<file path="src/bk_pkg.sv">
`default_nettype none

package bk_pkg;

  localparam int WORD_W     = 32;
  localparam int REG_N      = 16;
  localparam int REG_AW     = 4;
  localparam int TOKEN_W    = 4;
  localparam int CAUSE_W    = 5;
  localparam int INFLIGHT_W = 4;
  localparam int SEL_W      = WORD_W / 8;

  typedef logic [WORD_W-1:0]  word_t;
  typedef logic [REG_AW-1:0]  reg_addr_t;
  typedef logic [REG_N-1:0]   reg_mask_t;
  typedef logic [TOKEN_W-1:0] token_t;
  typedef logic [CAUSE_W-1:0] cause_t;

  typedef enum logic [2:0] {
    OP_ADD,
    OP_SUB,
    OP_XOR,
    OP_ADDI,
    OP_LOAD,
    OP_STORE
  } op_t;

  // Trap causes, RISC-V numbering
  localparam cause_t CAUSE_LOAD_MISALIGNED  = 5'd4;
  localparam cause_t CAUSE_STORE_MISALIGNED = 5'd6;

  localparam word_t TRAP_VECTOR = 32'h0000_0100;

  // Keeps the 4-bit token from wrapping onto a live entry
  localparam int MAX_INFLIGHT = 8;

endpackage

`default_nettype wire
</file>
<file path="src/bk_top.sv">
`timescale 1ns/1ps
`default_nettype none

module bk_top
  import bk_pkg::*;
(
  input  logic             clk_core,
  input  logic             rst_core_n,
  input  logic             insn_valid_i,
  output logic             insn_ready_o,
  input  op_t              insn_op_i,
  input  reg_addr_t        insn_rd_i,
  input  reg_addr_t        insn_rs1_i,
  input  reg_addr_t        insn_rs2_i,
  input  word_t            insn_imm_i,
  input  word_t            insn_pc_i,
  output logic             wb_cyc_o,
  output logic             wb_stb_o,
  output logic             wb_we_o,
  output word_t            wb_adr_o,
  output word_t            wb_dat_o,
  output logic [SEL_W-1:0] wb_sel_o,
  input  logic             wb_ack_i,
  input  word_t            wb_dat_i,
  output logic             wb_en_o,
  output reg_addr_t        wb_addr_o,
  output word_t            wb_data_o,
  output logic             trap_o,
  output cause_t           trap_cause_o,
  output word_t            trap_value_o,
  output word_t            next_pc_o
);

  reg_addr_t rf_addr_a, rf_addr_b;
  word_t     rf_data_a, rf_data_b;
  logic      alu_issue_valid, mem_issue_valid, alu_free, mem_free;
  token_t    iss_token;
  op_t       iss_op;
  reg_addr_t iss_rd;
  word_t     iss_a, iss_b, iss_imm, iss_pc;
  logic      alu_valid, alu_wb, alu_ready;
  token_t    alu_token;
  reg_addr_t alu_rd;
  word_t     alu_result, alu_next_pc;
  logic      mem_valid, mem_wb, mem_trap, mem_ready;
  token_t    mem_token;
  reg_addr_t mem_rd;
  word_t     mem_result, mem_next_pc, mem_tval;
  cause_t    mem_cause;
  reg_mask_t commit_mask;
  logic      retire, flush_begin, flush_req, flush_ack;

  bk_issue issue0 (
    .clk_core, .rst_core_n, .insn_valid_i, .insn_ready_o, .insn_op_i, .insn_rd_i,
    .insn_rs1_i, .insn_rs2_i, .insn_imm_i, .insn_pc_i,
    .rf_addr_a_o(rf_addr_a), .rf_addr_b_o(rf_addr_b),
    .rf_data_a_i(rf_data_a), .rf_data_b_i(rf_data_b),
    .alu_valid_o(alu_issue_valid), .mem_valid_o(mem_issue_valid),
    .iss_token_o(iss_token), .iss_op_o(iss_op), .iss_rd_o(iss_rd), .iss_a_o(iss_a),
    .iss_b_o(iss_b), .iss_imm_o(iss_imm), .iss_pc_o(iss_pc),
    .alu_free_i(alu_free), .mem_free_i(mem_free), .commit_mask_i(commit_mask),
    .retire_i(retire), .flush_begin_i(flush_begin), .flush_req_o(flush_req),
    .flush_ack_i(flush_ack)
  );

  bk_regfile regfile0 (
    .clk_core, .rst_core_n, .rd_addr_a_i(rf_addr_a), .rd_addr_b_i(rf_addr_b),
    .rd_data_a_o(rf_data_a), .rd_data_b_o(rf_data_b),
    .wr_en_i(wb_en_o), .wr_addr_i(wb_addr_o), .wr_data_i(wb_data_o)
  );

  bk_alu_unit alu0 (
    .clk_core, .rst_core_n, .valid_i(alu_issue_valid), .free_o(alu_free),
    .token_i(iss_token), .op_i(iss_op), .rd_i(iss_rd), .a_i(iss_a), .b_i(iss_b),
    .imm_i(iss_imm), .pc_i(iss_pc), .flush_i(flush_begin),
    .valid_o(alu_valid), .token_o(alu_token), .rd_o(alu_rd), .wb_o(alu_wb),
    .result_o(alu_result), .next_pc_o(alu_next_pc), .ready_i(alu_ready)
  );

  bk_mem_unit mem0 (
    .clk_core, .rst_core_n, .valid_i(mem_issue_valid), .free_o(mem_free),
    .token_i(iss_token), .op_i(iss_op), .rd_i(iss_rd), .a_i(iss_a), .b_i(iss_b),
    .imm_i(iss_imm), .pc_i(iss_pc), .flush_i(flush_begin),
    .valid_o(mem_valid), .token_o(mem_token), .rd_o(mem_rd), .wb_o(mem_wb),
    .result_o(mem_result), .next_pc_o(mem_next_pc), .trap_o(mem_trap),
    .cause_o(mem_cause), .tval_o(mem_tval), .ready_i(mem_ready),
    .wb_cyc_o, .wb_stb_o, .wb_we_o, .wb_adr_o, .wb_dat_o, .wb_sel_o, .wb_ack_i, .wb_dat_i
  );

  bk_commit commit0 (
    .clk_core, .rst_core_n,
    .alu_valid_i(alu_valid), .alu_token_i(alu_token), .alu_rd_i(alu_rd),
    .alu_wb_i(alu_wb), .alu_result_i(alu_result), .alu_next_pc_i(alu_next_pc),
    .alu_ready_o(alu_ready),
    .mem_valid_i(mem_valid), .mem_token_i(mem_token), .mem_rd_i(mem_rd),
    .mem_wb_i(mem_wb), .mem_result_i(mem_result), .mem_next_pc_i(mem_next_pc),
    .mem_trap_i(mem_trap), .mem_cause_i(mem_cause), .mem_tval_i(mem_tval),
    .mem_ready_o(mem_ready),
    .flush_req_i(flush_req), .flush_ack_o(flush_ack), .flush_begin_o(flush_begin),
    .retire_o(retire), .wr_en_o(wb_en_o), .wr_addr_o(wb_addr_o), .wr_data_o(wb_data_o),
    .commit_mask_o(commit_mask), .trap_o, .trap_cause_o, .trap_value_o, .next_pc_o
  );

endmodule

`default_nettype wire

</file>
<file path="src/bk_commit.sv">
`timescale 1ns/1ps
`default_nettype none

module bk_commit
  import bk_pkg::*;
(
  input  logic      clk_core,
  input  logic      rst_core_n,
  input  logic      alu_valid_i,
  input  token_t    alu_token_i,
  input  reg_addr_t alu_rd_i,
  input  logic      alu_wb_i,
  input  word_t     alu_result_i,
  input  word_t     alu_next_pc_i,
  output logic      alu_ready_o,
  input  logic      mem_valid_i,
  input  token_t    mem_token_i,
  input  reg_addr_t mem_rd_i,
  input  logic      mem_wb_i,
  input  word_t     mem_result_i,
  input  word_t     mem_next_pc_i,
  input  logic      mem_trap_i,
  input  cause_t    mem_cause_i,
  input  word_t     mem_tval_i,
  output logic      mem_ready_o,
  input  logic      flush_req_i,
  output logic      flush_ack_o,
  output logic      flush_begin_o,
  output logic      retire_o,
  output logic      wr_en_o,
  output reg_addr_t wr_addr_o,
  output word_t     wr_data_o,
  output reg_mask_t commit_mask_o,
  output logic      trap_o,
  output cause_t    trap_cause_o,
  output word_t     trap_value_o,
  output word_t     next_pc_o
);

  token_t    token;
  logic      alu_take;
  logic      mem_take;
  logic      used_trap;
  logic      used_wb;
  reg_addr_t used_rd;
  word_t     used_result;
  word_t     used_next_pc;
  logic      trap_now;
  logic      advance;
  logic      token_clear;

  // A unit may only retire the op whose token is next
  assign alu_ready_o = token == alu_token_i;
  assign mem_ready_o = token == mem_token_i;

  assign alu_take = alu_ready_o & alu_valid_i;
  assign mem_take = mem_ready_o & mem_valid_i;
  assign retire_o = alu_take | mem_take;

  always_comb begin
    if (alu_take) begin
      used_trap    = 1'b0;
      used_wb      = alu_wb_i;
      used_rd      = alu_rd_i;
      used_result  = alu_result_i;
      used_next_pc = alu_next_pc_i;
    end else begin
      used_trap    = mem_trap_i;
      used_wb      = mem_wb_i;
      used_rd      = mem_rd_i;
      used_result  = mem_result_i;
      used_next_pc = mem_next_pc_i;
    end
  end

  assign trap_now      = retire_o & used_trap;
  assign advance       = retire_o & !used_trap;
  assign flush_begin_o = trap_now;

  assign wr_en_o       = advance & used_wb;
  assign wr_addr_o     = used_rd;
  assign wr_data_o     = used_result;
  assign commit_mask_o = wr_en_o ? (reg_mask_t'(1'b1) << used_rd) : '0;

  // Ack has fallen behind req, so both sides restart from token zero
  assign token_clear = flush_ack_o & !flush_req_i;

  always_ff @(posedge clk_core or negedge rst_core_n) begin
    if (!rst_core_n) begin
      token       <= '0;
      flush_ack_o <= 1'b1;
      trap_o      <= 1'b0;
      next_pc_o   <= '0;
    end else begin
      flush_ack_o <= flush_req_i;
      trap_o      <= trap_now;
      if (token_clear) begin
        token     <= '0;
        next_pc_o <= TRAP_VECTOR;
      end else if (advance) begin
        token     <= token + 1'b1;
        next_pc_o <= used_next_pc;
      end
    end
  end

  always_ff @(posedge clk_core) begin
    if (trap_now) begin
      trap_cause_o <= mem_cause_i;
      trap_value_o <= mem_tval_i;
    end
  end

endmodule

`default_nettype wire

</file>
<file path="src/bk_mem_unit.sv">
`timescale 1ns/1ps
`default_nettype none

module bk_mem_unit
  import bk_pkg::*;
(
  input  logic             clk_core,
  input  logic             rst_core_n,
  input  logic             valid_i,
  output logic             free_o,
  input  token_t           token_i,
  input  op_t              op_i,
  input  reg_addr_t        rd_i,
  input  word_t            a_i,
  input  word_t            b_i,
  input  word_t            imm_i,
  input  word_t            pc_i,
  input  logic             flush_i,
  output logic             valid_o,
  output token_t           token_o,
  output reg_addr_t        rd_o,
  output logic             wb_o,
  output word_t            result_o,
  output word_t            next_pc_o,
  output logic             trap_o,
  output cause_t           cause_o,
  output word_t            tval_o,
  input  logic             ready_i,
  output logic             wb_cyc_o,
  output logic             wb_stb_o,
  output logic             wb_we_o,
  output word_t            wb_adr_o,
  output word_t            wb_dat_o,
  output logic [SEL_W-1:0] wb_sel_o,
  input  logic             wb_ack_i,
  input  word_t            wb_dat_i
);

  typedef enum logic [1:0] {IDLE, BUS, DONE} mem_state_t;

  mem_state_t state;
  word_t      ea;
  logic       misaligned;
  logic       is_store;
  logic       take;

  assign ea         = a_i + imm_i;
  assign misaligned = ea[1:0] != 2'b00;
  assign is_store   = op_i == OP_STORE;

  assign free_o   = state == IDLE;
  assign valid_o  = state == DONE;
  assign take     = valid_i & free_o & !flush_i;
  assign wb_stb_o = wb_cyc_o;
  assign wb_sel_o = '1;

  // Only this unit traps, so a flush never finds a bus cycle open
  always_ff @(posedge clk_core or negedge rst_core_n) begin
    if (!rst_core_n) begin
      state    <= IDLE;
      wb_cyc_o <= 1'b0;
    end else if (flush_i) begin
      state    <= IDLE;
      wb_cyc_o <= 1'b0;
    end else begin
      case (state)
        IDLE: begin
          if (take) begin
            state    <= misaligned ? DONE : BUS;
            wb_cyc_o <= !misaligned;
          end
        end
        BUS: begin
          if (wb_ack_i) begin
            state    <= DONE;
            wb_cyc_o <= 1'b0;
          end
        end
        DONE:    if (ready_i) state <= IDLE;
        default: state <= IDLE;
      endcase
    end
  end

  always_ff @(posedge clk_core) begin
    if (take) begin
      token_o   <= token_i;
      rd_o      <= rd_i;
      next_pc_o <= pc_i + 1'b1;
      wb_o      <= !is_store && !misaligned;
      trap_o    <= misaligned;
      cause_o   <= is_store ? CAUSE_STORE_MISALIGNED : CAUSE_LOAD_MISALIGNED;
      tval_o    <= ea;
      wb_we_o   <= is_store;
      wb_adr_o  <= ea;
      wb_dat_o  <= b_i;
    end
    if (state == BUS && wb_ack_i) result_o <= wb_dat_i;
  end

endmodule

`default_nettype wire

</file>
<file path="src/bk_alu_unit.sv">
`timescale 1ns/1ps
`default_nettype none

module bk_alu_unit
  import bk_pkg::*;
(
  input  logic      clk_core,
  input  logic      rst_core_n,
  input  logic      valid_i,
  output logic      free_o,
  input  token_t    token_i,
  input  op_t       op_i,
  input  reg_addr_t rd_i,
  input  word_t     a_i,
  input  word_t     b_i,
  input  word_t     imm_i,
  input  word_t     pc_i,
  input  logic      flush_i,
  output logic      valid_o,
  output token_t    token_o,
  output reg_addr_t rd_o,
  output logic      wb_o,
  output word_t     result_o,
  output word_t     next_pc_o,
  input  logic      ready_i
);

  logic  take;
  word_t result_d;

  assign free_o = !valid_o;
  assign take   = valid_i & free_o & !flush_i;

  always_comb begin
    case (op_i)
      OP_SUB:  result_d = a_i - b_i;
      OP_XOR:  result_d = a_i ^ b_i;
      OP_ADDI: result_d = a_i + imm_i;
      default: result_d = a_i + b_i;
    endcase
  end

  // Every ALU op writes its destination
  assign wb_o = 1'b1;

  always_ff @(posedge clk_core or negedge rst_core_n) begin
    if (!rst_core_n) begin
      valid_o <= 1'b0;
    end else if (flush_i) begin
      valid_o <= 1'b0;
    end else if (take) begin
      valid_o <= 1'b1;
    end else if (ready_i) begin
      valid_o <= 1'b0;
    end
  end

  always_ff @(posedge clk_core) begin
    if (take) begin
      token_o   <= token_i;
      rd_o      <= rd_i;
      result_o  <= result_d;
      next_pc_o <= pc_i + 1'b1;
    end
  end

endmodule

`default_nettype wire

</file>
<file path="src/bk_issue.sv">
`timescale 1ns/1ps
`default_nettype none

module bk_issue
  import bk_pkg::*;
(
  input  logic      clk_core,
  input  logic      rst_core_n,
  input  logic      insn_valid_i,
  output logic      insn_ready_o,
  input  op_t       insn_op_i,
  input  reg_addr_t insn_rd_i,
  input  reg_addr_t insn_rs1_i,
  input  reg_addr_t insn_rs2_i,
  input  word_t     insn_imm_i,
  input  word_t     insn_pc_i,
  output reg_addr_t rf_addr_a_o,
  output reg_addr_t rf_addr_b_o,
  input  word_t     rf_data_a_i,
  input  word_t     rf_data_b_i,
  output logic      alu_valid_o,
  output logic      mem_valid_o,
  output token_t    iss_token_o,
  output op_t       iss_op_o,
  output reg_addr_t iss_rd_o,
  output word_t     iss_a_o,
  output word_t     iss_b_o,
  output word_t     iss_imm_o,
  output word_t     iss_pc_o,
  input  logic      alu_free_i,
  input  logic      mem_free_i,
  input  reg_mask_t commit_mask_i,
  input  logic      retire_i,
  input  logic      flush_begin_i,
  output logic      flush_req_o,
  input  logic      flush_ack_i
);

  typedef enum logic {RUN, DRAIN} issue_state_t;

  issue_state_t          state;
  reg_mask_t             busy;
  reg_mask_t             set_mask;
  token_t                token;
  logic [INFLIGHT_W-1:0] inflight;
  logic                  disp_valid;
  logic                  disp_mem;
  logic                  is_mem;
  logic                  uses_rs2;
  logic                  writes_rd;
  logic                  hazard;
  logic                  unit_ok;
  logic                  disp_done;
  logic                  accept;
  logic                  token_clear;

  assign is_mem    = insn_op_i inside {OP_LOAD, OP_STORE};
  assign uses_rs2  = insn_op_i inside {OP_ADD, OP_SUB, OP_XOR, OP_STORE};
  assign writes_rd = insn_op_i != OP_STORE;

  assign hazard = busy[insn_rs1_i] | (uses_rs2 & busy[insn_rs2_i]) |
                  (writes_rd & busy[insn_rd_i]);

  assign alu_valid_o = disp_valid & !disp_mem;
  assign mem_valid_o = disp_valid & disp_mem;
  assign disp_done   = (alu_valid_o & alu_free_i) | (mem_valid_o & mem_free_i);

  // Unit must be free and not already targeted by the pending dispatch
  assign unit_ok = is_mem ? (mem_free_i & !mem_valid_o) : (alu_free_i & !alu_valid_o);

  // Blocked while the ack is high so the token clear lands before new ops
  assign insn_ready_o = (state == RUN) & !flush_ack_i & !flush_begin_i & !hazard &
                        unit_ok & (!disp_valid | disp_done) & (inflight < MAX_INFLIGHT);
  assign accept = insn_valid_i & insn_ready_o;

  assign set_mask    = (accept && writes_rd) ? (reg_mask_t'(1'b1) << insn_rd_i) : '0;
  assign token_clear = flush_ack_i & !flush_req_o;
  assign flush_req_o = state == DRAIN;

  assign rf_addr_a_o = insn_rs1_i;
  assign rf_addr_b_o = insn_rs2_i;

  always_ff @(posedge clk_core or negedge rst_core_n) begin
    if (!rst_core_n) begin
      state      <= RUN;
      busy       <= '0;
      token      <= '0;
      inflight   <= '0;
      disp_valid <= 1'b0;
      disp_mem   <= 1'b0;
    end else begin
      case (state)
        RUN:     if (flush_begin_i) state <= DRAIN;
        DRAIN:   if (alu_free_i && mem_free_i && !disp_valid) state <= RUN;
        default: state <= RUN;
      endcase

      if (flush_begin_i) busy <= '0;
      else busy <= (busy & ~commit_mask_i) | set_mask;

      if (token_clear) begin
        token    <= '0;
        inflight <= '0;
      end else begin
        if (accept) token <= token + 1'b1;
        if (accept && !retire_i) inflight <= inflight + 1'b1;
        else if (!accept && retire_i) inflight <= inflight - 1'b1;
      end

      if (flush_begin_i) begin
        disp_valid <= 1'b0;
      end else if (accept) begin
        disp_valid <= 1'b1;
        disp_mem   <= is_mem;
      end else if (disp_done) begin
        disp_valid <= 1'b0;
      end
    end
  end

  always_ff @(posedge clk_core) begin
    if (accept) begin
      iss_token_o <= token;
      iss_op_o    <= insn_op_i;
      iss_rd_o    <= insn_rd_i;
      iss_a_o     <= rf_data_a_i;
      iss_b_o     <= rf_data_b_i;
      iss_imm_o   <= insn_imm_i;
      iss_pc_o    <= insn_pc_i;
    end
  end

endmodule

`default_nettype wire

</file>
<file path="src/bk_regfile.sv">
`timescale 1ns/1ps
`default_nettype none

module bk_regfile
  import bk_pkg::*;
(
  input  logic      clk_core,
  input  logic      rst_core_n,
  input  reg_addr_t rd_addr_a_i,
  input  reg_addr_t rd_addr_b_i,
  output word_t     rd_data_a_o,
  output word_t     rd_data_b_o,
  input  logic      wr_en_i,
  input  reg_addr_t wr_addr_i,
  input  word_t     wr_data_i
);

  word_t regs [REG_N];

  always_ff @(posedge clk_core or negedge rst_core_n) begin
    if (!rst_core_n) begin
      for (int i = 0; i < REG_N; i++) begin
        regs[i] <= '0;
      end
    end else if (wr_en_i && (wr_addr_i != '0)) begin
      regs[wr_addr_i] <= wr_data_i;
    end
  end

  // r0 is never written, so it always reads zero
  assign rd_data_a_o = regs[rd_addr_a_i];
  assign rd_data_b_o = regs[rd_addr_b_i];

endmodule

`default_nettype wire

</file>
<file path="config.mk">
export PLATFORM = sky130hd
export DESIGN_NAME = bk_top
export DESIGN_NICKNAME = d
export VERILOG_FILES = /design/src/bk_pkg.sv /design/src/bk_top.sv /design/src/bk_commit.sv /design/src/bk_mem_unit.sv /design/src/bk_alu_unit.sv /design/src/bk_issue.sv /design/src/bk_regfile.sv
export SDC_FILE = /design/constraint.sdc
export NUM_CORES = 2
export LEC_CHECK = 0
export ABC_AREA = 1
export BUFFER_PORTS_ARGS = -buffer_cell sky130_fd_sc_hd__buf_2
export CAP_MARGIN = 20
export CORE_MARGIN = 1.5
export CORE_UTILIZATION = 40
export CTS_BUF_LIST = sky130_fd_sc_hd__clkbuf_16
export DETAILED_ROUTE_END_ITERATION = 10
export GPL_ROUTABILITY_DRIVEN = 0
export PLACE_DENSITY_LB_ADDON = 0.15
export SETUP_SLACK_MARGIN = 0.5
export SYNTH_ARGS = -nofsm -noshare
export SYNTH_HDL_FRONTEND = slang
export SYNTH_SLANG_ARGS = --single-unit
</file>
<file path="constraint.sdc">
create_clock -name clk_core -period 12 [get_ports clk_core]
set_input_delay 1.2 -clock clk_core [delete_from_list [all_inputs] [get_ports clk_core]]
set_output_delay 1.2 -clock clk_core [all_outputs]
set_load 0.05 [all_outputs]
</file>
==> run metrics <==
Yosys warning total 0; CTS max path bufs 3; Die X 353 µm; crit-path max FO 52; vias in the first global route 39700; crit end category output port; Setup crit start kind flop; Maximum Capacitance Violations 0; Final #Nets between 5000 and 6000; total congestion overflow 0; clock power share 45.6%; hpwl dp 104000 µm; worst reg2reg setup slack 6.95 ns; placed inst area a little over 50000 µm²; CTS Buf Count 105; WHS Endpoint regfile0.regs[500]$_DFFE_PN0P_; ys async rst share between 60% and 70%; Gate power share under 10%; DR WL/cell 22.5 µm; Ports about 300; DRC 0; min-delay src regfile0.regs[500]$_DFFE_PN0P_; worst r2r src mem0.state[1]$_DFFE_PN0P_; Antenna Violating Nets Remaining 0; Final Hold Vio Count 0; first-pass GRT wire length 252000 µm; WP data required 10.80 ns; row cnt approximately 130; sequential share of power 48.8%; # fillers 11900; status completed; cell area after synthesis 49100 µm²; Die Footprint between 100000 and 150000 µm²; Tcrit/Tclk final 46.3%; Mapped Cells 5733; share of cells above drive strength 1 9.47%; TritonCTS clock tree done; Initial Util 40.3%; Register Area 26000 µm²; Overall Power 7.02 mW; ys flop type dfrtp_1; footprint of the multi-input gates 19800 µm²; Yosys top cell area share between 20% and 30%; hold buffers post-CTS 0; via count 42000; sequential area share after synthesis 53.1%; Worst-path clk slew about 0.060 ns; skew final 0.0318 ns; Core Footprint 122000 µm²; Sinks on Clock Net 964; Final min period 5.56 ns; setup TNS 0 ns; power density over the cells 128 nW/µm²; RSZ-0062 raised after global routing false; FMAX ~180 MHz; worst-margin pin slew around 1.1 ns; Post-CTS Resized 0; Max-slew headroom 26.6%; vias per inst about 5.6; chip height 353 µm; RR Endpoint issue0.inflight[3]$_DFFE_PN0P_; Max VDD drop about 0.11 mV; Clk Latency, worst-skew pair about 0.71 ns; Slew Limit Fails 0; CTS root buf clkbuf_16; top cell type by total area after synthesis dfrtp_1; Post-CTS Setup Inserts 0; total track usage 26.3%; worst path arrival time 4.36 ns; Seq cells post-synth 964; routed wire length ~170000 µm; count of distinct cell types in the synthesized netlist 51; EDFF count, synth approximately 380; buffers added on ports between 200 and 300; Setup Viol. Count Final 0; min-delay worst type flop to flop; mean post-synth cell area 8.56 µm²; r2r worst-path depth 18; sw frac 24.2%; Int Pwr about 5.3 mW; DRT Pass-1 Iters 6; leakage power total 23.0 nW; initial antenna violation count 3; Worst Hold Depth 0; largest net degree at the start of global routing 205; Switch Pwr 1.70 mW; Crit Path Class flop to output port; cells taking the most area after synthesis dfrtp_1 (30%), edfxtp_1 (23%), o21ai_0 (10%); H-tree depth 3; area added between synthesis and finish 11.5%; Non-Filler Cell Area, Final 54700 µm²; drt initial violations 4445
-- stage by stage --
stage	hold slack (ns)	utilization, %	std cells	setup WS [ns]
2_1_floorplan	0.409	-	5739	4.16
3_3_place_gp	0.388	42.1	7271	6.20
3_5_place_dp	0.391	42.1	7271	6.16
4_1_cts	0.404	44.9	7470	6.39
5_1_grt	0.413	45.0	7472	6.15
6_report	0.401	45.0	7473	6.44
-- worst max path at each step --
stage,to,startpoint,slack (ns)
finish,wb_data_o[4],commit0.token[0]$_DFFE_PN0P_,6.44
global route,wb_data_o[4],commit0.token[0]$_DFFE_PN0P_,6.15
CTS,wb_data_o[4],commit0.token[0]$_DFFE_PN0P_,6.39
detailed placement,issue0.inflight[3]$_DFFE_PN0P_,insn_rs1_i[1],6.16
global placement,issue0.inflight[3]$_DFFE_PN0P_,insn_rs1_i[1],6.20
floorplan,issue0.inflight[3]$_DFFE_PN0P_,mem0.state[1]$_DFFE_PN0P_,4.16
-- sequential cells by signal (all words and copies together) (netlist names), 16 cells and up --
name / count
mem0.result_o: 32
alu0.result_o: 32
issue0.iss_b_o: 32
issue0.iss_pc_o: 32
issue0.busy: 16
mem0.tval_o: 32
regfile0.regs: 512
alu0.next_pc_o: 32
issue0.iss_a_o: 32
issue0.iss_imm_o: 32
commit0.trap_value_o: 32
mem0.wb_dat_o: 32
commit0.next_pc_o: 32
mem0.next_pc_o: 32
-- cell usage in the layout (no fill, tap or decap), drive strengths merged, types with 69 or more instances in the layout --
cell,count
nor2,541
xor2,77
inv,399
nand2,1043
dfrtp,580
o21ai,1247
nand3,144
clkbuf,106
ha,69
o221ai,111
buf,345
edfxtp,383
a21oi,403
-- power by group through the flow --
stage	Sequential [mW]	Clock, mW	Combinational (mW)
after global routing	3.42	3.38	0.433
final	3.42	3.20	0.396
after floorplan	3.49	0	0.207
after CTS	3.42	3.25	0.390
after global placement	3.49	0	0.389
after detailed placement	3.49	0	0.389
-- Yosys cell counts, types with 44 or more instances --
master,n
nor2_1,532
edfxtp_1,383
o221ai_1,111
xor2_1,77
dfrtp_1,580
ha_1,69
clkbuf_1,309
inv_1,369
buf_2,80
nor3_1,44
nand2_1,1040
nand3_1,143
o21ai_0,1018
o22ai_1,46
o21ai_1,226
a21oi_1,403
-- layer usage --
layer	wire, µm	GRT usage, %	part of all wire (%)	vias up
met5	0	0	0	-
met4	5320	9.05	3.2	0
met3	12700	4.09	7.6	283
met2	77200	42.1	46	1686
met1	72600	36.3	43	20400
li1	-	-	-	19700
-- critical path, stage by stage (launching register included) --
cell     delay [ns]
dfrtp_1        0.44
nand2_1        0.10
nand2_1        0.05
nor2_1         0.19
nand3_4        0.34
buf_4          0.47
inv_2          0.54
buf_4          0.55
nand2_1        0.13
nand2_1        0.38
buf_2          0.37
-- area by class of cell --
| type | instances | area share [%] |
|---|---|---|
| Multi-Input combinational cell | 3961 | 36.3 |
| Clock buffer | 106 | 4.85 |
| Antenna cell | 1 | 0.00457 |
| Timing Repair Buffer | 345 | 3.64 |
| Inverter | 378 | 2.62 |
| Clock inverter | 93 | 1.35 |
| Tap cell | 1625 | 3.71 |
| Sequential cell | 964 | 47.6 |
-- kinds of logic after synthesis --
logic type | Yosys count | synth area share [%]
compound gates | 1921 | 21.2
fa+ha+maj | 72 | 1.88
flops | 964 | 53.1
other cells | 2 | 0.0153
buf+inv | 814 | 6.74
simple gates | 1841 | 15.0
xor+xnor | 119 | 2.12
Note: power is estimated with default switching activity, not from simulation.
